--- src/hdl/sms_defines.svh ---
`ifndef SMS_DEFINES_SVH
`define SMS_DEFINES_SVH

// ========================================
// I/O ports, matched on A7..A0
// ========================================
`define SMS_VDP_DATA_PORT   8'hBE
`define SMS_VDP_CTRL_PORT   8'hBF
`define SMS_PSG_PORT        8'h7F  // Write side of 7F
`define SMS_V_COUNTER_PORT  8'h7E
`define SMS_H_COUNTER_PORT  8'h7F  // Read side of 7F
`define SMS_JOY_PORT_0      8'hDC
`define SMS_JOY_PORT_1      8'hDD
`define SMS_JOY_PORT_2      8'hDE
`define SMS_MEM_CTRL_PORT   8'h3E

// Mapper slot registers at the top of RAM
`define SMS_SLOT0_ADDR      16'hFFFD
`define SMS_SLOT1_ADDR      16'hFFFE
`define SMS_SLOT2_ADDR      16'hFFFF

`define SMS_MEM_CTRL_RESET  8'hF7  // Bit 3 low, BIOS enabled

// ========================================
// Sizes
// ========================================
`define SMS_NUM_VDP_REGS    11
`define SMS_VRAM_ADDR_W     14
`define SMS_ROM_ADDR_W      22
`define SMS_CPU_DIV         7      // Clock enable period in cycles

`endif

--- src/hdl/sms_pkg.sv ---
`default_nettype none

package sms_pkg;

  // Second control byte when it carries an address
  typedef struct packed {
    logic [1:0] code;     // 0,1 VRAM; 3 CRAM
    logic [5:0] addr_hi;  // A13..A8
  } vdp_addr_view_t;

  // Second control byte when it targets a register
  typedef struct packed {
    logic [1:0] code;     // 2 for a register write
    logic [1:0] unused;
    logic [3:0] index;
  } vdp_reg_view_t;

  // One byte from the CPU, read whichever way the command needs
  typedef union packed {
    logic [7:0]     raw;
    vdp_addr_view_t addr;
    vdp_reg_view_t  regs;
  } vdp_ctrl_word_t;

endpackage

`default_nettype wire

--- src/hdl/bus_cycle_decode.sv ---
`default_nettype none
`timescale 1ns/10ps
`include "sms_defines.svh"

module bus_cycle_decode
  import sms_pkg::*;
(
  input  logic           cpuClock,
  input  logic           n_hard_reset,
  input  logic           i_n_rd,
  input  logic           i_n_wr,
  input  logic           i_n_mreq,
  input  logic           i_n_iorq,
  input  logic [15:0]    i_cpu_address,
  input  logic [7:0]     i_cpu_data_out,
  output logic           o_cpu_clock_enable,
  output logic           o_bus_edge,
  output logic           o_vdp_ctrl_wr,
  output logic           o_vdp_data_wr,
  output logic           o_mem_ctrl_wr,
  output logic           o_psg_wr,
  output logic           o_slot_wr,
  output logic [1:0]     o_slot_sel,
  output vdp_ctrl_word_t o_wr_data,
  output logic           o_vdp_data_rd,
  output logic           o_vdp_ctrl_rd
);

  logic [2:0] div_count;
  logic       enable_q;
  logic       io_wr;
  logic       io_rd;
  logic       mem_wr;
  logic [7:0] port;
  logic       slot_hit;
  logic [1:0] slot_idx;

  // ========================================
  // CPU clock enable
  // ========================================
  always_ff @(posedge cpuClock) begin
    if (!n_hard_reset) begin
      div_count <= '0;
      enable_q  <= 1'b0;
    end else begin
      enable_q <= o_cpu_clock_enable;
      if (div_count == 3'(`SMS_CPU_DIV - 1))
        div_count <= '0;
      else
        div_count <= div_count + 3'd1;
    end
  end

  assign o_cpu_clock_enable = div_count[2];  // Counts 4 to 6
  assign o_bus_edge         = o_cpu_clock_enable && !enable_q;

  // Z80 strobes merged into requests
  assign io_wr  = !i_n_iorq && !i_n_wr;
  assign io_rd  = !i_n_iorq && !i_n_rd;
  assign mem_wr = !i_n_mreq && !i_n_wr;
  assign port   = i_cpu_address[7:0];

  assign o_vdp_data_rd = io_rd && (port == `SMS_VDP_DATA_PORT);
  assign o_vdp_ctrl_rd = io_rd && (port == `SMS_VDP_CTRL_PORT);

  always_comb begin
    slot_hit = mem_wr;
    case (i_cpu_address)
      `SMS_SLOT0_ADDR: slot_idx = 2'd0;
      `SMS_SLOT1_ADDR: slot_idx = 2'd1;
      `SMS_SLOT2_ADDR: slot_idx = 2'd2;
      default: begin
        slot_idx = 2'd3;
        slot_hit = 1'b0;
      end
    endcase
  end

  // ========================================
  // Write request stage
  // ========================================
  always_ff @(posedge cpuClock) begin
    if (!n_hard_reset) begin
      o_vdp_ctrl_wr <= 1'b0;
      o_vdp_data_wr <= 1'b0;
      o_mem_ctrl_wr <= 1'b0;
      o_psg_wr      <= 1'b0;
      o_slot_wr     <= 1'b0;
    end else begin
      // One cycle pulses, the cycle after the edge
      o_vdp_ctrl_wr <= o_bus_edge && io_wr && (port == `SMS_VDP_CTRL_PORT);
      o_vdp_data_wr <= o_bus_edge && io_wr && (port == `SMS_VDP_DATA_PORT);
      o_mem_ctrl_wr <= o_bus_edge && io_wr && (port == `SMS_MEM_CTRL_PORT);
      o_psg_wr      <= o_bus_edge && io_wr && (port == `SMS_PSG_PORT);
      o_slot_wr     <= o_bus_edge && slot_hit;
    end
  end

  always_ff @(posedge cpuClock) begin
    if (o_bus_edge) begin
      o_slot_sel    <= slot_idx;
      o_wr_data.raw <= i_cpu_data_out;  // Byte rides with the request
    end
  end

endmodule

`default_nettype wire

--- src/hdl/vdp_port.sv ---
`default_nettype none
`timescale 1ns/10ps
`include "sms_defines.svh"

module vdp_port
  import sms_pkg::*;
(
  input  logic                        cpuClock,
  input  logic                        n_hard_reset,
  input  logic                        i_vdp_ctrl_wr,
  input  logic                        i_vdp_data_wr,
  input  logic                        i_vdp_data_rd,
  input  logic                        i_vdp_ctrl_rd,
  input  logic                        i_bus_edge,
  input  vdp_ctrl_word_t              i_wr_data,
  output logic [`SMS_VRAM_ADDR_W-1:0] o_vram_addr,
  output logic                        o_cram_selected,
  output logic                        o_vram_wr,
  output logic                        o_vram_rd,
  output logic [2:0]                  o_mode,
  output logic [`SMS_VRAM_ADDR_W-1:0] o_name_table_addr,
  output logic                        o_video_on,
  output logic                        o_vert_retrace_int
);

  logic [7:0] vdp_regs [`SMS_NUM_VDP_REGS];
  logic       second_byte;  // Next control byte completes a command
  logic [7:0] first_byte;
  logic       data_rd_q;
  logic       reg_write;

  assign reg_write = (i_wr_data.regs.code == 2'd2) &&
                     (i_wr_data.regs.index < 4'(`SMS_NUM_VDP_REGS));

  // ========================================
  // Control port and address pointer
  // ========================================
  always_ff @(posedge cpuClock) begin
    if (!n_hard_reset) begin
      second_byte     <= 1'b0;
      data_rd_q       <= 1'b0;
      o_vram_addr     <= '0;
      o_cram_selected <= 1'b0;
    end else begin
      if (i_bus_edge) begin
        data_rd_q <= i_vdp_data_rd;
        // Step past the byte once the read has finished
        if (data_rd_q && !i_vdp_data_rd)
          o_vram_addr <= o_vram_addr + 1'b1;
        if (i_vdp_data_rd || i_vdp_ctrl_rd)
          second_byte <= 1'b0;
      end
      if (i_vdp_data_wr) begin
        o_vram_addr <= o_vram_addr + 1'b1;
        second_byte <= 1'b0;
      end
      if (i_vdp_ctrl_wr) begin
        second_byte <= !second_byte;
        if (second_byte && !reg_write) begin
          if (i_wr_data.addr.code[1]) begin
            // Code 3, or a register index out of range
            o_vram_addr     <= {{(`SMS_VRAM_ADDR_W - 6){1'b0}}, first_byte[5:0]};
            o_cram_selected <= 1'b1;
          end else begin
            o_vram_addr     <= {i_wr_data.addr.addr_hi, first_byte};
            o_cram_selected <= 1'b0;
          end
        end
      end
    end
  end

  always_ff @(posedge cpuClock) begin
    if (i_vdp_ctrl_wr && !second_byte)
      first_byte <= i_wr_data.raw;
  end

  // ========================================
  // Register file
  // ========================================
  always_ff @(posedge cpuClock) begin
    if (!n_hard_reset) begin
      for (int i = 0; i < `SMS_NUM_VDP_REGS; i++) begin
        vdp_regs[i] <= 8'h00;
      end
    end else if (i_vdp_ctrl_wr && second_byte && reg_write) begin
      vdp_regs[i_wr_data.regs.index] <= first_byte;
    end
  end

  // Mode select, M4 wins over M3, M2 and M1
  always_comb begin
    if (vdp_regs[0][2])
      o_mode = 3'd4;
    else if (vdp_regs[1][3])
      o_mode = 3'd3;
    else if (vdp_regs[0][1])
      o_mode = 3'd2;
    else if (vdp_regs[1][4])
      o_mode = 3'd1;
    else
      o_mode = 3'd0;
  end

  assign o_name_table_addr  = {vdp_regs[2][3:1], 11'b0};
  assign o_video_on         = vdp_regs[1][6];
  assign o_vert_retrace_int = vdp_regs[1][5];

  assign o_vram_wr = i_vdp_data_wr;              // Address is still the old one
  assign o_vram_rd = i_bus_edge && i_vdp_data_rd;

endmodule

`default_nettype wire

--- src/hdl/memory_mapper.sv ---
`default_nettype none
`timescale 1ns/10ps
`include "sms_defines.svh"

module memory_mapper
  import sms_pkg::*;
(
  input  logic                       cpuClock,
  input  logic                       n_hard_reset,
  input  logic                       i_slot_wr,
  input  logic [1:0]                 i_slot_sel,
  input  logic                       i_mem_ctrl_wr,
  input  vdp_ctrl_word_t             i_wr_data,
  input  logic [15:0]                i_cpu_address,
  output logic [`SMS_ROM_ADDR_W-1:0] o_rom_address,
  output logic                       o_bios_selected
);

  logic [7:0] slot0;
  logic [7:0] slot1;
  logic [7:0] slot2;
  logic [7:0] mem_ctrl;

  always_ff @(posedge cpuClock) begin
    if (!n_hard_reset) begin
      slot0    <= 8'd0;
      slot1    <= 8'd1;
      slot2    <= 8'd2;
      mem_ctrl <= `SMS_MEM_CTRL_RESET;
    end else begin
      if (i_slot_wr) begin
        case (i_slot_sel)
          2'd0:    slot0 <= i_wr_data.raw;
          2'd1:    slot1 <= i_wr_data.raw;
          2'd2:    slot2 <= i_wr_data.raw;
          default: ;
        endcase
      end
      if (i_mem_ctrl_wr)
        mem_ctrl <= i_wr_data.raw;
    end
  end

  // Bank number on top of the 16K offset
  always_comb begin
    case (i_cpu_address[15:14])
      2'd0:    o_rom_address = {slot0, i_cpu_address[13:0]};
      2'd1:    o_rom_address = {slot1, i_cpu_address[13:0]};
      2'd2:    o_rom_address = {slot2, i_cpu_address[13:0]};
      default: o_rom_address = {{(`SMS_ROM_ADDR_W - 16){1'b0}}, i_cpu_address};
    endcase
  end

  assign o_bios_selected = !mem_ctrl[3];

endmodule

`default_nettype wire

--- src/hdl/cpu_read_mux.sv ---
`default_nettype none
`timescale 1ns/10ps
`include "sms_defines.svh"

module cpu_read_mux (
  input  logic        cpuClock,
  input  logic        n_hard_reset,
  input  logic        i_n_rd,
  input  logic        i_n_mreq,
  input  logic        i_n_iorq,
  input  logic [15:0] i_cpu_address,
  input  logic        i_bus_edge,
  input  logic        i_vdp_ctrl_rd,
  input  logic        i_vdp_data_rd,
  input  logic        i_bios_selected,
  input  logic [7:0]  i_vdp_data,
  input  logic [7:0]  i_v_counter,
  input  logic [7:0]  i_h_counter,
  input  logic [6:0]  i_buttons,
  input  logic        i_interrupt_flag,
  input  logic        i_sprite_collision,
  input  logic        i_too_many_sprites,
  input  logic [4:0]  i_sprite5,
  input  logic [7:0]  i_ram_data,
  input  logic [7:0]  i_bios_data,
  input  logic [7:0]  i_rom_data,
  output logic [7:0]  o_cpu_data_in
);

  logic       int_flag_q;
  logic       collision_q;
  logic       status_rd_q;
  logic [7:0] status;
  logic [7:0] joy_data;
  logic       io_rd;
  logic       mem_rd;
  logic [7:0] port;

  // ========================================
  // Sticky status flags
  // ========================================
  always_ff @(posedge cpuClock) begin
    if (!n_hard_reset) begin
      int_flag_q  <= 1'b0;
      collision_q <= 1'b0;
      status_rd_q <= 1'b0;
    end else begin
      if (i_interrupt_flag)
        int_flag_q <= 1'b1;
      if (i_sprite_collision)
        collision_q <= 1'b1;
      if (i_bus_edge) begin
        status_rd_q <= i_vdp_ctrl_rd;
        if (status_rd_q && !i_vdp_ctrl_rd) begin  // Read has ended
          int_flag_q  <= 1'b0;
          collision_q <= 1'b0;
        end
      end
    end
  end

  assign status   = {int_flag_q, i_too_many_sprites, collision_q,
                     i_too_many_sprites ? i_sprite5 : 5'h1F};
  assign joy_data = {2'b00, ~i_buttons[2:1], ~i_buttons[6:3]};  // Active low pad

  assign io_rd  = !i_n_iorq && !i_n_rd;
  assign mem_rd = !i_n_mreq && !i_n_rd;
  assign port   = i_cpu_address[7:0];

  always_comb begin
    if (i_vdp_data_rd)
      o_cpu_data_in = i_vdp_data;
    else if (i_vdp_ctrl_rd)
      o_cpu_data_in = status;
    else if (io_rd && (port == `SMS_JOY_PORT_0 || port == `SMS_JOY_PORT_1 ||
                       port == `SMS_JOY_PORT_2))
      o_cpu_data_in = joy_data;
    else if (io_rd && port == `SMS_V_COUNTER_PORT)
      o_cpu_data_in = i_v_counter;
    else if (io_rd && port == `SMS_H_COUNTER_PORT)
      o_cpu_data_in = i_h_counter;
    else if (mem_rd && i_cpu_address[15:14] != 2'd3)
      o_cpu_data_in = i_bios_selected ? i_bios_data : i_rom_data;
    else
      o_cpu_data_in = i_ram_data;  // C000 and up
  end

endmodule

`default_nettype wire

--- src/hdl/sms_io_top.sv ---
`default_nettype none
`timescale 1ns/10ps
`include "sms_defines.svh"

module sms_io_top
  import sms_pkg::*;
(
  input  logic                        cpuClock,
  input  logic                        n_hard_reset,
  // Z80 bus
  input  logic                        i_n_rd,
  input  logic                        i_n_wr,
  input  logic                        i_n_mreq,
  input  logic                        i_n_iorq,
  input  logic [15:0]                 i_cpu_address,
  input  logic [7:0]                  i_cpu_data_out,
  output logic                        o_cpu_clock_enable,
  output logic [7:0]                  o_cpu_data_in,
  // Video renderer
  input  logic [7:0]                  i_vdp_data,
  input  logic [7:0]                  i_v_counter,
  input  logic [7:0]                  i_h_counter,
  input  logic                        i_interrupt_flag,
  input  logic                        i_sprite_collision,
  input  logic                        i_too_many_sprites,
  input  logic [4:0]                  i_sprite5,
  output logic [`SMS_VRAM_ADDR_W-1:0] o_vram_addr,
  output logic                        o_cram_selected,
  output logic                        o_vram_wr,
  output logic                        o_vram_rd,
  output logic [2:0]                  o_mode,
  output logic [`SMS_VRAM_ADDR_W-1:0] o_name_table_addr,
  output logic                        o_video_on,
  output logic                        o_vert_retrace_int,
  output vdp_ctrl_word_t              o_wr_data,  // VRAM and PSG write byte
  // Memories, joypad and sound
  input  logic [6:0]                  i_buttons,
  input  logic [7:0]                  i_ram_data,
  input  logic [7:0]                  i_bios_data,
  input  logic [7:0]                  i_rom_data,
  output logic [`SMS_ROM_ADDR_W-1:0]  o_rom_address,
  output logic                        o_bios_selected,
  output logic                        o_psg_wr
);

  logic       bus_edge;
  logic       vdp_ctrl_wr;
  logic       vdp_data_wr;
  logic       mem_ctrl_wr;
  logic       slot_wr;
  logic [1:0] slot_sel;
  logic       vdp_data_rd;
  logic       vdp_ctrl_rd;

  bus_cycle_decode u_decode (
    .cpuClock           (cpuClock),
    .n_hard_reset       (n_hard_reset),
    .i_n_rd             (i_n_rd),
    .i_n_wr             (i_n_wr),
    .i_n_mreq           (i_n_mreq),
    .i_n_iorq           (i_n_iorq),
    .i_cpu_address      (i_cpu_address),
    .i_cpu_data_out     (i_cpu_data_out),
    .o_cpu_clock_enable (o_cpu_clock_enable),
    .o_bus_edge         (bus_edge),
    .o_vdp_ctrl_wr      (vdp_ctrl_wr),
    .o_vdp_data_wr      (vdp_data_wr),
    .o_mem_ctrl_wr      (mem_ctrl_wr),
    .o_psg_wr           (o_psg_wr),
    .o_slot_wr          (slot_wr),
    .o_slot_sel         (slot_sel),
    .o_wr_data          (o_wr_data),
    .o_vdp_data_rd      (vdp_data_rd),
    .o_vdp_ctrl_rd      (vdp_ctrl_rd)
  );

  vdp_port u_vdp (
    .cpuClock           (cpuClock),
    .n_hard_reset       (n_hard_reset),
    .i_vdp_ctrl_wr      (vdp_ctrl_wr),
    .i_vdp_data_wr      (vdp_data_wr),
    .i_vdp_data_rd      (vdp_data_rd),
    .i_vdp_ctrl_rd      (vdp_ctrl_rd),
    .i_bus_edge         (bus_edge),
    .i_wr_data          (o_wr_data),
    .o_vram_addr        (o_vram_addr),
    .o_cram_selected    (o_cram_selected),
    .o_vram_wr          (o_vram_wr),
    .o_vram_rd          (o_vram_rd),
    .o_mode             (o_mode),
    .o_name_table_addr  (o_name_table_addr),
    .o_video_on         (o_video_on),
    .o_vert_retrace_int (o_vert_retrace_int)
  );

  memory_mapper u_mapper (
    .cpuClock        (cpuClock),
    .n_hard_reset    (n_hard_reset),
    .i_slot_wr       (slot_wr),
    .i_slot_sel      (slot_sel),
    .i_mem_ctrl_wr   (mem_ctrl_wr),
    .i_wr_data       (o_wr_data),
    .i_cpu_address   (i_cpu_address),
    .o_rom_address   (o_rom_address),
    .o_bios_selected (o_bios_selected)
  );

  cpu_read_mux u_read_mux (
    .cpuClock           (cpuClock),
    .n_hard_reset       (n_hard_reset),
    .i_n_rd             (i_n_rd),
    .i_n_mreq           (i_n_mreq),
    .i_n_iorq           (i_n_iorq),
    .i_cpu_address      (i_cpu_address),
    .i_bus_edge         (bus_edge),
    .i_vdp_ctrl_rd      (vdp_ctrl_rd),
    .i_vdp_data_rd      (vdp_data_rd),
    .i_bios_selected    (o_bios_selected),
    .i_vdp_data         (i_vdp_data),
    .i_v_counter        (i_v_counter),
    .i_h_counter        (i_h_counter),
    .i_buttons          (i_buttons),
    .i_interrupt_flag   (i_interrupt_flag),
    .i_sprite_collision (i_sprite_collision),
    .i_too_many_sprites (i_too_many_sprites),
    .i_sprite5          (i_sprite5),
    .i_ram_data         (i_ram_data),
    .i_bios_data        (i_bios_data),
    .i_rom_data         (i_rom_data),
    .o_cpu_data_in      (o_cpu_data_in)
  );

endmodule

`default_nettype wire

--- config.mk ---
export PLATFORM = sky130hd
export DESIGN_NAME = sms_io_top
export DESIGN_NICKNAME = d
export VERILOG_FILES = /design/src/hdl/sms_pkg.sv /design/src/hdl/bus_cycle_decode.sv /design/src/hdl/vdp_port.sv /design/src/hdl/memory_mapper.sv /design/src/hdl/cpu_read_mux.sv /design/src/hdl/sms_io_top.sv
export VERILOG_INCLUDE_DIRS = /design/src /design/src/hdl
export SDC_FILE = /design/constraint.sdc
export NUM_CORES = 1
export LEC_CHECK = 0
export ABC_CLOCK_PERIOD_IN_PS = 2700
export BUFFER_PORTS_ARGS = -buffer_cell sky130_fd_sc_hd__buf_2
export CORE_UTILIZATION = 50
export CTS_CLUSTER_DIAMETER = 60
export DETAILED_ROUTE_END_ITERATION = 10
export PLACE_DENSITY = 0.81
export SLEW_MARGIN = 20
export SYNTH_ARGS = -nofsm -noshare
export SYNTH_HDL_FRONTEND = slang
export SYNTH_HIERARCHICAL = 1
export SYNTH_SLANG_ARGS = --single-unit
--- constraint.sdc ---
create_clock -name cpuClock -period 2.7 [get_ports cpuClock]
set_input_delay 0.135 -clock cpuClock [delete_from_list [all_inputs] [get_ports cpuClock]]
set_output_delay 0.135 -clock cpuClock [all_outputs]
set_load 0.05 [all_outputs]
# Word-level counts from Yosys, hierarchy flattened

Memories as Yosys holds them, arrays and structs flattened.
Cells that the tools add are included.

Add/sub/neg operators: 2
Magnitude comparators: 1
Equal/unequal tests: 18
Muxes and demuxes: 39
Bitwise gates (word level): 3
Reductions and logical operators: 50

Operators with widths:

| operator                | count |
|---|---|
| $mux W14                | 6 |
| $pmux W22 S3            | 1 |
| $mux W8                 | 8 |
| $eq A16 B16 Y1 const B  | 3 |
| $eq A8 B8 Y1 const B    | 5 |
| $logic_and A1 B1 Y1     | 25 |
| $mux W1                 | 18 |
| $eq A8 B7 Y1 const B    | 2 |
| $add A14 B1 Y14 const B | 1 |
| $logic_not A1 Y1        | 10 |
| $reduce_and A2 Y1       | 5 |
| $mux W3                 | 3 |
| $eq A8 B6 Y1 const B    | 1 |
| $reduce_or A8 Y1        | 1 |
| $eq A2 B2 Y1 const B    | 3 |
| $pmux W2 S3             | 1 |
| $reduce_bool A3 Y1      | 2 |
| $mux W5                 | 1 |
| $eq A2 B1 Y1 const B    | 2 |
| $logic_not A2 Y1        | 2 |
| $lt A4 B4 Y1 const B    | 1 |
| $mux W4                 | 1 |
| $not A4 Y4              | 1 |
| $add A3 B1 Y3 const B   | 1 |
| other kinds (7)         | 9 |

Bits in registers: 75
Memory bits (writable): 88
Input port bits: 93
Memories kept: 1

Memory list:

| name           | depth | width | read ports | clocked after memory_dff | write ports | line           | text |
|---|---|---|---|---|---|---|---|
| u_vdp.vdp_regs | 11    | 8     | 3          | 0                        | 11          | vdp_port.sv:26 | `` logic [7:0] vdp_regs [`SMS_NUM_VDP_REGS]; `` |

# Depth between registers and ports, before layout

Gate-level depths: netlist (run 1).

Word-level depth: 10
Depth in mapped cells: 9

# Hierarchy

Netlist (run 1), hierarchy kept.

Modules (own cells, without submodules):

| module           | instances | cells an instance | area each (µm²) | seq. area each (µm²) |
|---|---|---|---|---|
| vdp_port         | 1         | 176               | 1794.2          | 850.8 |
| memory_mapper    | 1         | 130               | 1234.9          | 500.5 |
| cpu_read_mux     | 1         | 120               | 920.9           | 60.1 |
| bus_cycle_decode | 1         | 57                | 729.4           | 480.5 |

# Worst setup path after synthesis (run 1)

Ideal clock, no wire load.

Kind: reg2out
From: reg u_mapper.mem_ctrl[3]
To: out o_cpu_data_in[6]
Arrival: 2.518 ns
Data required time: 2.565 ns
Path slack: 0.047 ns
Cell stages (with the launch flop): 7
Path buffers: 1
Path through: dfxtp_1 > inv_1 > clkbuf_1 > mux2_2 > mux2_2 > mux2i_1 > o31ai_1

Longest elaborated chain between the ends: 7

RTL lines:

| item                     | line                | text |
|---|---|---|
| start: declaration       | memory_mapper.sv:22 | `logic [7:0] mem_ctrl;` |
| start signal: assignment | memory_mapper.sv:29 | `` mem_ctrl <= `SMS_MEM_CTRL_RESET; `` |
| start signal: assignment | memory_mapper.sv:40 | `mem_ctrl <= i_wr_data.raw;` |
| $mux W8                  | cpu_read_mux.sv:83  | `o_cpu_data_in = i_bios_selected ? i_bios_data : i_rom_data;` |
| $mux W8                  | cpu_read_mux.sv:82  | `else if (mem_rd && i_cpu_address[15:14] != 2'd3)` |
| $mux W8                  | cpu_read_mux.sv:80  | `` else if (io_rd && port == `SMS_H_COUNTER_PORT) `` |
| $mux W8                  | cpu_read_mux.sv:78  | `` else if (io_rd && port == `SMS_V_COUNTER_PORT) `` |
| $mux W8                  | cpu_read_mux.sv:75  | `` else if (io_rd && (port == `SMS_JOY_PORT_0 \|\| port == `SMS_JOY_PORT_1 \|\| `` |
| $mux W8                  | cpu_read_mux.sv:73  | `else if (i_vdp_ctrl_rd)` |
| $mux W8                  | cpu_read_mux.sv:71  | `if (i_vdp_data_rd)` |
| end: declaration         | sms_io_top.sv:18    | `output logic [7:0] o_cpu_data_in,` |

Every way passes these cells.

# Final worst setup path (run 1)

From: reg u_mapper.mem_ctrl[3]
To: out o_cpu_data_in[2]

The elaborated chain is that of the path after synthesis.

==> results.py, run 1 <==
metrics = {
    "clock_network": {
        "cts_post_setup_buffers_inserted": 0,
        "sink_count_of_the_clock_tree": 81,
        "cts_buffers": 9,
        "root_buffer": "clkbuf_8",
        "ctsLongestPathBuffers": 2,
        "cts_tree": "yes",
        "clk-insertion-delay-late_ns": 0.35,
        "cts-htree-levels": 3,
        "clock_transition_time_at_the_flip_flop_clock_pins_of_the_worst_setup_and_hold_paths_ns": 0.08,
    },
    "place": {
        "globalplace.congestion": 0.900,
        "post_dp_cell_area_mm2": 0.00535,
        "dp_hpwl_um": 9260,
        "io_buffer_count": 157,
        "total_placed_cells_including_tap_cells": 715,
    },
    "drt": {
        "dr_wl_met2_um": 6030,
        "vias": 4211,
        "totalWireLength_um": 12000,
        "met1_wl_um": 4800,
        "routed-wl-met3_um": 854,
        "post-route-drc-count": 0,
        "drt-wirelength-per-cell_um": 16.2,
        "first_pass_iters": 5,
        "ant_nets": 0,
        "avgViaCountPerCell": 5.69,
        "detailedRoute.firstIterationViolations": 253,
        "topRoutingLayerUsed": "met4",
    },
    "worst_setup_path": {
        "critical_path.max_fanout": 9,
        "worst_reg2reg_path_depth": 4,
        "endpoint_kind": "output port",
        "worst_ep_required_time_ns": 2.57,
        "reg2reg_slack_ns": 0.67,
        "timing.critical_path.arrival_ns": 2.09,
        "cp-start-kind": "flop",
        "worstReg2RegStart": "u_decode/o_wr_data[7]$_DFFE_PP_",
        "timing.setup.critical_path_class": "flop to output port",
        "worstReg2RegEnd": "u_vdp/vdp_regs[0][1]$_SDFFCE_PN0P_",
    },
    "timing": {
        "slew_violations": 0,
        "post-route-min-period_ns": 2.23,
        "fmax_mhz": 449,
        "worstMarginPinSlew_ns": 0.806,
        "timing.final.crit_share": 0.825,
        "fin_tns_setup_ns": 0,
        "finalHoldViolCount": 0,
        "skew_ns": 0.0126,
        "rsz0062_at_grt": "false",
        "timing.slew.headroom": 0.462,
        "setup_violations": 0,
    },
    "global_route": {
        "grt.overflow.total": 0,
        "grt_max_degree": 29,
        "first_global_vias": 4119,
        "grt_overall_usage": 0.250,
        "first_pass_grt_wire_length_um": 19400,
        "grt_antenna_before_repair": 0,
    },
    "pwr": {
        "power_per_cell_area_mw_per_mm2": 446,
        "max-vdd-ir-drop_mv": 0.203,
        "power.leakage_nw": 2.43,
    },
    "min_path": {
        "worst_hold_path.endpoint": "u_decode/o_slot_wr$_SDFF_PN0_",
        "worst_hold_startpoint": "i_n_mreq",
        "hold_removal_path_class": "input pin to flop",
        "timing.hold.worst_path_depth": 2,
    },
    "synth": {
        "synth_warnings": 6,
        "netlist.area_leader.share": 0.231,
        "post_synth_edffs": 27,
        "ys_dominant_reg_cell": "dfxtp_1",
        "synth.cells.most_frequent": "nand2_1 (55), dfxtp_1 (54), mux2i_1 (37), buf_4 (27), edfxtp_1 (27)",
        "post_synth_instance_area_mm2": 0.00468,
        "ys_seq_area_frac": 0.404,
        "postSynthRegisterBits": 81,
        "synth_top_area_cell": "dfxtp_1",
        "synth_cells": 483,
        "share_of_synthesized_registers_carrying_an_async_set_or_reset": 0,
        "yosys.cell_count.top_type": "nand2_1",
        "synth.lib_cells_used.distinct": 75,
        "most_area_consuming_cells_after_synthesis": "dfxtp_1 (23%), edfxtp_1 (17%), mux2i_1 (7.9%)",
        "post_synth.cell_area_avg_um2": 9.69,
    },
    "final_layout": {
        "final_cells": 740,
        "layout-area-overhead-vs-synth_pct": 20.2,
        "final_core_utilization": 0.633,
        "n_fill_cell": 744,
        "final_area_mm2": 0.00562,
        "nNetsFinal": 723,
        "fraction_of_layout_instances_using_a_drive_strength_above_1": 0.340,
        "antenna_cells": 0,
    },
    "run": {
        "timing.max_cap.violations": 0,
    },
    "status": {
        "run_status": "complete, no violations",
    },
    "floorplanning": {
        "fp.dieH_um": 98.7,
        "core_region_area_mm2": 0.00889,
        "die_x_um": 98.7,
        "floorplan.io_pins": 170,
        "floorplan.rows": 34,
        "floorplan.die_area_mm2": 0.00975,
        "start_util": 0.526,
    },
}
-- final cells by class --
cell class	instances	area (um^2)	area share
multi-input cells	353	2460	0.437
clock inverters	4	27.5	0.00489
flip-flops and latches	81	1890	0.336
inverters	11	41.3	0.00734
well taps	108	135	0.0240
clock buffers	12	155	0.0276
repair buffers	171	913	0.162
-- flip-flops by register name, indices dropped and copies added, names as in the netlist, 2 cells and up --
signal,cells
u_decode/o_slot_sel,2
u_decode/o_wr_data,8
u_mapper/slot1,8
u_vdp/vdp_regs,9
u_vdp/o_vram_addr,14
u_mapper/slot0,8
u_vdp/first_byte,8
u_decode/div_count,3
u_mapper/slot2,8
-- how the worst max path moves through the flow --
stage                       endpoint  cells past startpoint                         startpoint
detailed placement  o_cpu_data_in[2]                      9                   i_cpu_address[5]
finish              o_cpu_data_in[2]                      6  u_mapper/mem_ctrl[3]$_SDFFE_PN0P_
global placement    o_cpu_data_in[2]                      9                   i_cpu_address[5]
floorplan           o_cpu_data_in[6]                      6  u_mapper/mem_ctrl[3]$_SDFFE_PN0P_
global route        o_cpu_data_in[1]                      9                   i_cpu_address[5]
CTS                 o_cpu_data_in[0]                      6  u_mapper/mem_ctrl[3]$_SDFFE_PN0P_
-- what timing repair did --
action | 4_1_cts | 5_1_grt
hold endpoints to repair | 9 | 0
hold buffers | 9 | 0
gates resized for setup | 0 | 0
-- per-stage QoR --
step	setup slack [ns]	hold WS (ns)	total power [W]
after floorplan	0.0467	0.206	0.00160
after global placement	0.595	0.311	0.00170
after detailed placement	0.534	0.313	0.00171
after CTS	0.477	0.00539	0.00252
after global routing	0.351	0.0178	0.00260
final	0.474	0.0188	0.00251
-- power breakdown --
| group | total, W | leakage [nW] | internal [W] | switching (W) |
|---|---|---|---|---|
| registers | 0.00129 | 0.688 | 0.00127 | 0.0000139 |
| logic | 0.000412 | 1.65 | 0.000132 | 0.000280 |
| clock network | 0.000812 | 0.0963 | 0.000385 | 0.000427 |
-- critical path, cell delays in order (launching register included) --
cell,delay [ns]
dfxtp_1,0.33
inv_1,0.24
mux2_2,0.38
mux2_2,0.27
o21ai_0,0.17
o21ai_0,0.12
buf_2,0.23
-- cells by family after synthesis --
logic type               count (synthesis)  share of synthesized area
adder cells (fa/ha/maj)                  3                    0.00802
XOR/XNOR                                 6                     0.0112
other                                    1                   0.000801
flip-flops                              81                      0.404
buffers and inverters                   59                     0.0791
multiplexers                            54                      0.120
AND/OR/NAND/NOR                        180                      0.219
AO/OA/AOI/OAI                           99                      0.157
-- routing by layer --
metal  vias up  global-route usage
li1       2033                   -
met1      1946               0.295
met2       210               0.444
met3        22              0.0383
met4         0               0.117
met5         -                   0
-- layout by cell type (no fill, tap or decap), types with 8 or more instances in the layout --
cell type and instances:
dfxtp_1 54, nor2b_1 9, edfxtp_1 27, clkbuf_8 11
buf_2 157, nor2_1 24, a21oi_1 10, nor3_1 11
dlygate4sd3_1 9, nand2_1 55, o21ai_0 26, mux2i_1 37
mux2_2 17, inv_1 11, and2_1 8, conb_1 11
nand2b_1 14
(Power assumes the default switching activity.)
==> run 2, diff against run 1 <==
- ABC_CLOCK_PERIOD_IN_PS: 2700 -> 2300
- clock period: 2.7 -> 2.3 ns (I/O delays scaled with it)
==> run 2 against run 1 <==
Compared with the run above: sequential share of layout area fell by 0.76 points; critical endpoint is now o_cpu_data_in[4]; routed wire length grew 1.2%; worst setup slack worse by 0.38 ns; sequential cell count is the same; first-iteration DRC count decreased by 21%; die area unchanged; critical path type is now input pin to output port; register-to-register slack got worse by 0.38 ns; design area grew 2.4%; worst hold slack better by 0.021 ns; clock power grew 31%; final cell count is 1.4% higher.
==> results.py, run 2 (synthesis gave the netlist of run 1 again) <==
metrics = {
    "status": {
        "run_status": "complete, no violations",
    },
    "timing": {
        "worstMarginPinSlew_ns": 0.736,
        "timing.final.crit_share": 0.961,
        "slew_violations": 0,
        "post-route-min-period_ns": 2.21,
        "finalHoldViolCount": 0,
        "rsz0062_at_grt": "false",
        "skew_ns": 0.0130,
        "fin_tns_setup_ns": 0,
        "fmax_mhz": 452,
        "timing.final.ws_setup_ns": 0.0895,
        "timing.slew.headroom": 0.509,
        "setup_violations": 0,
    },
    "global_route": {
        "grt_overall_usage": 0.245,
        "grt.overflow.total": 0,
        "first_pass_grt_wire_length_um": 18700,
        "grt_antenna_before_repair": 0,
        "first_global_vias": 4008,
        "grt_max_degree": 24,
    },
    "final_layout": {
        "largest_registers": "u_vdp/o_vram_addr (14), u_vdp/vdp_regs (9)",
        "multi_input_comb_area_mm2": 0.00248,
        "register_containing_the_most_flip_flops_in_the_final_layout": "u_vdp/o_vram_addr",
        "fraction_of_layout_instances_using_a_drive_strength_above_1": 0.357,
        "nNetsFinal": 733,
        "layout-area-overhead-vs-synth_pct": 23.0,
        "commonest_cells_after_routing_fill_and_taps_aside": "buf_2 (157), nand2_1 (55), dfxtp_1 (53)",
        "n_fill_cell": 715,
        "layout_commonest_cell": "buf_2",
        "max_reg_flops": 14,
        "antenna_cells": 0,
        "ff_latch_area_mm2": 0.00189,
    },
    "clock_network": {
        "sink_count_of_the_clock_tree": 81,
        "root_buffer": "clkbuf_8",
        "cts-htree-levels": 3,
        "cts_tree": "yes",
        "cts_buffers": 9,
        "clk-insertion-delay-late_ns": 0.36,
        "clock_transition_time_at_the_flip_flop_clock_pins_of_the_worst_setup_and_hold_paths_ns": 0.08,
        "ctsLongestPathBuffers": 2,
    },
    "drt": {
        "post-route-drc-count": 0,
        "avgViaCountPerCell": 5.63,
        "ant_nets": 0,
        "detailedRoute.firstIterationViolations": 200,
        "drt-wirelength-per-cell_um": 16.1,
        "first_pass_iters": 4,
        "vias": 4221,
        "totalWireLength_um": 12100,
    },
    "floorplanning": {
        "die_x_um": 98.7,
        "fp.dieH_um": 98.7,
        "floorplan.io_pins": 170,
        "start_util": 0.526,
        "floorplan.die_area_mm2": 0.00975,
        "core_region_area_mm2": 0.00889,
        "floorplan.rows": 34,
    },
    "place": {
        "preCtsSetupSlack_ns": 0.214,
        "globalplace.congestion": 0.847,
        "io_buffer_count": 157,
        "dp_hpwl_um": 9320,
    },
    "worst_setup_path": {
        "worstReg2RegStart": "u_decode/o_wr_data[6]$_DFFE_PP_",
        "crit_path_end": "o_cpu_data_in[4]",
        "timing.critical_path.arrival_ns": 2.10,
        "worstReg2RegEnd": "u_vdp/vdp_regs[0][2]$_SDFFCE_PN0P_",
        "cp-startpoint": "i_n_mreq",
        "endpoint_kind": "output port",
        "worst_reg2reg_path_depth": 4,
        "worst_ep_required_time_ns": 2.18,
        "timing.setup.critical_path_class": "input pin to output port",
        "cp-start-kind": "input pin",
        "reg2reg_slack_ns": 0.29,
        "critical_path.max_fanout": 8,
    },
    "pwr": {
        "power_per_cell_area_mw_per_mm2": 532,
        "fin_total_pwr_w": 0.00306,
        "power.leakage_nw": 2.49,
        "max-vdd-ir-drop_mv": 0.333,
    },
    "min_path": {
        "hold_removal_path_class": "input pin to flop",
    },
    "run": {
        "timing.max_cap.violations": 0,
    },
}
==> run 2: worst min path at each step <==
stage,startpoint,endpoint,slack [ns],depth (start not counted)
4_1_cts,i_cpu_address[6],u_decode/o_mem_ctrl_wr$_SDFF_PN0_,0.03,2
3_3_place_gp,i_cpu_data_out[2],u_decode/o_wr_data[2]$_DFFE_PP_,0.29,1
3_5_place_dp,i_cpu_data_out[4],u_decode/o_wr_data[4]$_DFFE_PP_,0.29,1
5_1_grt,i_cpu_address[6],u_decode/o_mem_ctrl_wr$_SDFF_PN0_,0.04,2
2_1_floorplan,i_n_mreq,u_decode/o_slot_wr$_SDFF_PN0_,0.19,1
6_report,i_cpu_address[6],u_decode/o_mem_ctrl_wr$_SDFF_PN0_,0.04,2
==> run 2: what timing repair did <==
item	in CTS	in global routing
resized for setup	0	3
endpoints found under the hold margin	11	0
setup buffers	0	2
hold buffers	11	0
endpoints found under the setup margin	0	6
==> run 2: area by class of cell <==
class,count,area share
Clock inverter,7,0.0135
Tap cell,108,0.0235
Timing Repair Buffer,180,0.173
Sequential cell,81,0.329
Inverter,11,0.00782
Clock buffer,9,0.0215
Multi-Input combinational cell,353,0.430
Timing Repair inverter,1,0.00130
==> run 2: worst max-delay path, stage by stage <==
cell and delay, ns:
dlygate4sd3_1 0.53, buf_2 0.15, a211oi_4 0.25, buf_12 0.16, mux2_2 0.33, mux2i_1 0.18
o211ai_1 0.14, buf_2 0.23
==> run 2: per-stage QoR <==
stage | utilization | hold slack, ns | std cells | area [um^2]
CTS | 0.643 | 0.0274 | 747 | 5720
floorplan | - | 0.186 | 493 | 4730
finish | 0.648 | 0.0397 | 750 | 5760
global placement | 0.608 | 0.291 | 720 | 5410
detailed placement | 0.608 | 0.293 | 720 | 5410
global route | 0.648 | 0.0385 | 750 | 5760
==> run 2: power by group <==
group / switching [W] / total, W / internal, W / leakage (nW)
sequential: 0.0000150 / 0.00151 / 0.00149 / 0.688
combinational: 0.000333 / 0.000499 / 0.000167 / 1.70
clock: 0.000546 / 0.00106 / 0.000511 / 0.100
==> run 2: per-layer routing <==
metal / wire length (um) / track usage
met5: 0 / 0
met4: 179 / 0.0896
met3: 729 / 0.0433
met2: 6180 / 0.448
met1: 5010 / 0.288
==> run 3, diff against run 2 <==
- ABC_AREA: default -> 1
- ABC_CLOCK_PERIOD_IN_PS: 2300 -> 2700
- CORE_ASPECT_RATIO: default -> 1.2
- CORE_UTILIZATION: 50 -> 55
- PLACE_DENSITY: 0.81 -> 0.87
- clock period: 2.3 -> 2.7 ns (I/O delays scaled with it)
==> run 3 against run 2 <==
Compared with the run above: final cell count increased by 29%; global-route usage is 2.5 points higher; clock skew is 0.0050 ns lower; critical path depth increased by 1; total power shrank 8.3%; count of clock-buffer cells in the layout increased by 3; sequential share of layout area is 0.76 points lower; combinational power fell by 14%; clock power is essentially flat.
==> results.py, run 3 <==
metrics = {
    "status": {
        "run_status": "complete, no violations",
    },
    "timing": {
        "setup_violations": 0,
        "post-route-min-period_ns": 2.19,
        "timing.final.crit_share": 0.811,
        "worstMarginPinSlew_ns": 0.763,
        "slew_violations": 0,
        "timing.final.ws_setup_ns": 0.510,
        "finalHoldViolCount": 0,
        "rsz0062_at_grt": "false",
        "whs_ns": 0.0143,
        "skew_ns": 0.00806,
        "fin_tns_setup_ns": 0,
        "fmax_mhz": 457,
        "timing.slew.headroom": 0.490,
    },
    "synth": {
        "dominant_combinational_cell_family_by_area_after_synthesis": "simple AND/OR/NAND/NOR gates",
        "yosys.cell_count.top_type": "nand2_1",
        "share_of_synthesized_registers_carrying_an_async_set_or_reset": 0,
        "ys_seq_area_frac": 0.387,
        "synth_warnings": 6,
        "synth_fa_ha_area_frac": 0.00767,
        "synth_top_area_cell": "dfxtp_1",
        "multiplexer_share_of_the_synthesized_area": 0,
        "xor_xnor_share_of_the_synthesized_area": 0.0107,
        "postSynthRegisterBits": 81,
        "synth.lib_cells_used.distinct": 38,
        "synth_cells": 701,
        "compound_gate_fraction_of_synth_area": 0.0777,
        "synth_simple_gate_area_share": 0.367,
        "netlist.area_leader.share": 0.221,
        "ys_dominant_reg_cell": "dfxtp_1",
        "post_synth.cell_area_avg_um2": 6.98,
        "post_synth_instance_area_mm2": 0.00489,
        "post_synth_edffs": 27,
        "most_area_consuming_cells_after_synthesis": "dfxtp_1 (22%), edfxtp_1 (17%), nand2_1 (14%)",
        "synth.cells.most_frequent": "nand2_1 (183), nor2_1 (123), inv_1 (93), dfxtp_1 (54), a21oi_1 (32)",
    },
    "clock_network": {
        "clock_transition_time_at_the_flip_flop_clock_pins_of_the_worst_setup_and_hold_paths_ns": 0.07,
        "cts_tree": "yes",
        "cts-htree-levels": 3,
        "clk-insertion-delay-late_ns": 0.36,
        "root_buffer": "clkbuf_8",
        "ctsLongestPathBuffers": 2,
        "sink_count_of_the_clock_tree": 81,
        "cts_buffers": 9,
    },
    "worst_setup_path": {
        "reg2reg_slack_ns": 0.82,
        "worst_ep_required_time_ns": 2.57,
        "worst_reg2reg_path_depth": 6,
        "worstReg2RegStart": "u_decode/o_wr_data[7]$_DFFE_PP_",
        "cp-start-kind": "flop",
        "timing.critical_path.arrival_ns": 2.06,
        "worstReg2RegEnd": "u_vdp/vdp_regs[1][5]$_SDFFCE_PN0P_",
        "endpoint_kind": "output port",
        "timing.setup.critical_path_class": "flop to output port",
        "critical_path.max_fanout": 10,
    },
    "pwr": {
        "power_per_cell_area_mw_per_mm2": 477,
        "power.leakage_nw": 2.93,
        "max-vdd-ir-drop_mv": 0.288,
    },
    "min_path": {
        "hold_removal_path_class": "input pin to flop",
        "worst_hold_path.endpoint": "u_decode/o_mem_ctrl_wr$_SDFF_PN0_",
        "timing.hold.worst_path_depth": 2,
        "worst_hold_startpoint": "i_cpu_address[6]",
    },
    "global_route": {
        "first_global_vias": 4367,
        "grt_antenna_before_repair": 0,
        "first_pass_grt_wire_length_um": 19300,
        "grt_overall_usage": 0.270,
        "grt.overflow.total": 0,
        "grt_max_degree": 35,
    },
    "drt": {
        "dr_wl_met2_um": 6390,
        "first_pass_iters": 5,
        "routed-wl-met3_um": 872,
        "post-route-drc-count": 0,
        "detailedRoute.firstIterationViolations": 312,
        "topRoutingLayerUsed": "met4",
        "avgViaCountPerCell": 5.01,
        "ant_nets": 0,
        "met1_wl_um": 4630,
        "drt-wirelength-per-cell_um": 12.7,
        "vias": 4865,
        "totalWireLength_um": 12300,
    },
    "floorplanning": {
        "floorplan.rows": 37,
        "core_region_area_mm2": 0.00861,
        "start_util": 0.568,
        "die_x_um": 88.1,
        "floorplan.die_area_mm2": 0.00928,
        "fp.dieH_um": 105,
        "floorplan.io_pins": 170,
    },
    "final_layout": {
        "antenna_cells": 0,
        "layout-area-overhead-vs-synth_pct": 20.4,
        "nNetsFinal": 945,
        "register_containing_the_most_flip_flops_in_the_final_layout": "u_vdp/o_vram_addr",
        "final_cells": 971,
        "layout_commonest_cell": "nand2_1",
        "multi_input_comb_area_mm2": 0.00231,
        "fraction_of_layout_instances_using_a_drive_strength_above_1": 0.256,
        "max_reg_flops": 14,
        "n_fill_cell": 751,
        "largest_registers": "u_vdp/o_vram_addr (14), u_vdp/vdp_regs (9)",
        "commonest_cells_after_routing_fill_and_taps_aside": "nand2_1 (183), buf_2 (157), nor2_1 (123)",
        "ff_latch_area_mm2": 0.00189,
    },
    "place": {
        "dp_hpwl_um": 8900,
        "total_placed_cells_including_tap_cells": 945,
        "preCtsSetupSlack_ns": 0.825,
        "io_buffer_count": 157,
        "globalplace.congestion": 0.916,
    },
    "run": {
        "timing.max_cap.violations": 0,
    },
}
## run 3: layout make-up
cell class,instances,share of cell area
Sequential cell,81,0.321
Timing Repair Buffer,172,0.157
Multi-Input combinational cell,486,0.393
Tap cell,117,0.0249
Inverter,99,0.0631
Clock buffer,12,0.0246
Clock inverter,4,0.0168
## run 3: per-stage QoR
step                utilization  cell area [um^2]  total power (W)
finish                    0.684              5890          0.00281
global route              0.684              5890          0.00291
CTS                       0.684              5890          0.00282
detailed placement        0.644              5550          0.00175
global placement          0.644              5550          0.00174
floorplan                     -              4930          0.00163
## run 3: worst max-delay path by stage
stage / cells after the start / start / endpoint / slack [ns]
floorplan: 11 / u_decode/div_count[2]$_SDFF_PP0_ / u_vdp/o_vram_addr[11]$_SDFF_PN0_ / 0.29
global placement: 9 / u_mapper/mem_ctrl[3]$_SDFFE_PN0P_ / o_cpu_data_in[6] / 0.88
detailed placement: 14 / i_cpu_address[1] / u_vdp/o_vram_addr[11]$_SDFF_PN0_ / 0.82
CTS: 9 / u_mapper/mem_ctrl[3]$_SDFFE_PN0P_ / o_cpu_data_in[6] / 0.52
global route: 14 / u_mapper/mem_ctrl[3]$_SDFFE_PN0P_ / o_cpu_data_in[5] / 0.32
finish: 9 / u_mapper/mem_ctrl[3]$_SDFFE_PN0P_ / o_cpu_data_in[7] / 0.51
## run 3: what timing repair did
item / 4_1_cts / 5_1_grt
endpoints found under the hold margin: 10 / 0
hold buffers: 10 / 0
gates resized for setup: 0 / 0
buffers inserted: 0 / 0
## run 3: per-layer routing
| layer | GRT usage | vias up |
|---|---|---|
| li1 | - | 2459 |
| met5 | 0 | - |
| met2 | 0.495 | 226 |
| met1 | 0.290 | 2147 |
| met3 | 0.0493 | 33 |
| met4 | 0.135 | 0 |
## run 3: cells by family (layout without fill, tap and decap cells)
logic type	Yosys count	count (layout)
buf+inv	144	287
compound gates	67	67
simple gates	399	399
other cells	1	11
fa+ha+maj	3	3
xor+xnor	6	6
flops	81	81
## run 3: worst max-delay path, cell delays in order (launching register included)
cell,delay (ns)
dfxtp_1,0.33
inv_1,0.15
inv_1,0.24
nor2_1,0.06
o21ai_0,0.22
o211ai_1,0.17
nand2_1,0.08
nand2_1,0.05
a21oi_1,0.12
buf_2,0.28
## run 3: power breakdown
part           switching, W  leakage [nW]  internal (W)
Clock              0.000432         0.121      0.000644
Combinational      0.000306          2.12      0.000124
Sequential        0.0000245         0.688       0.00128
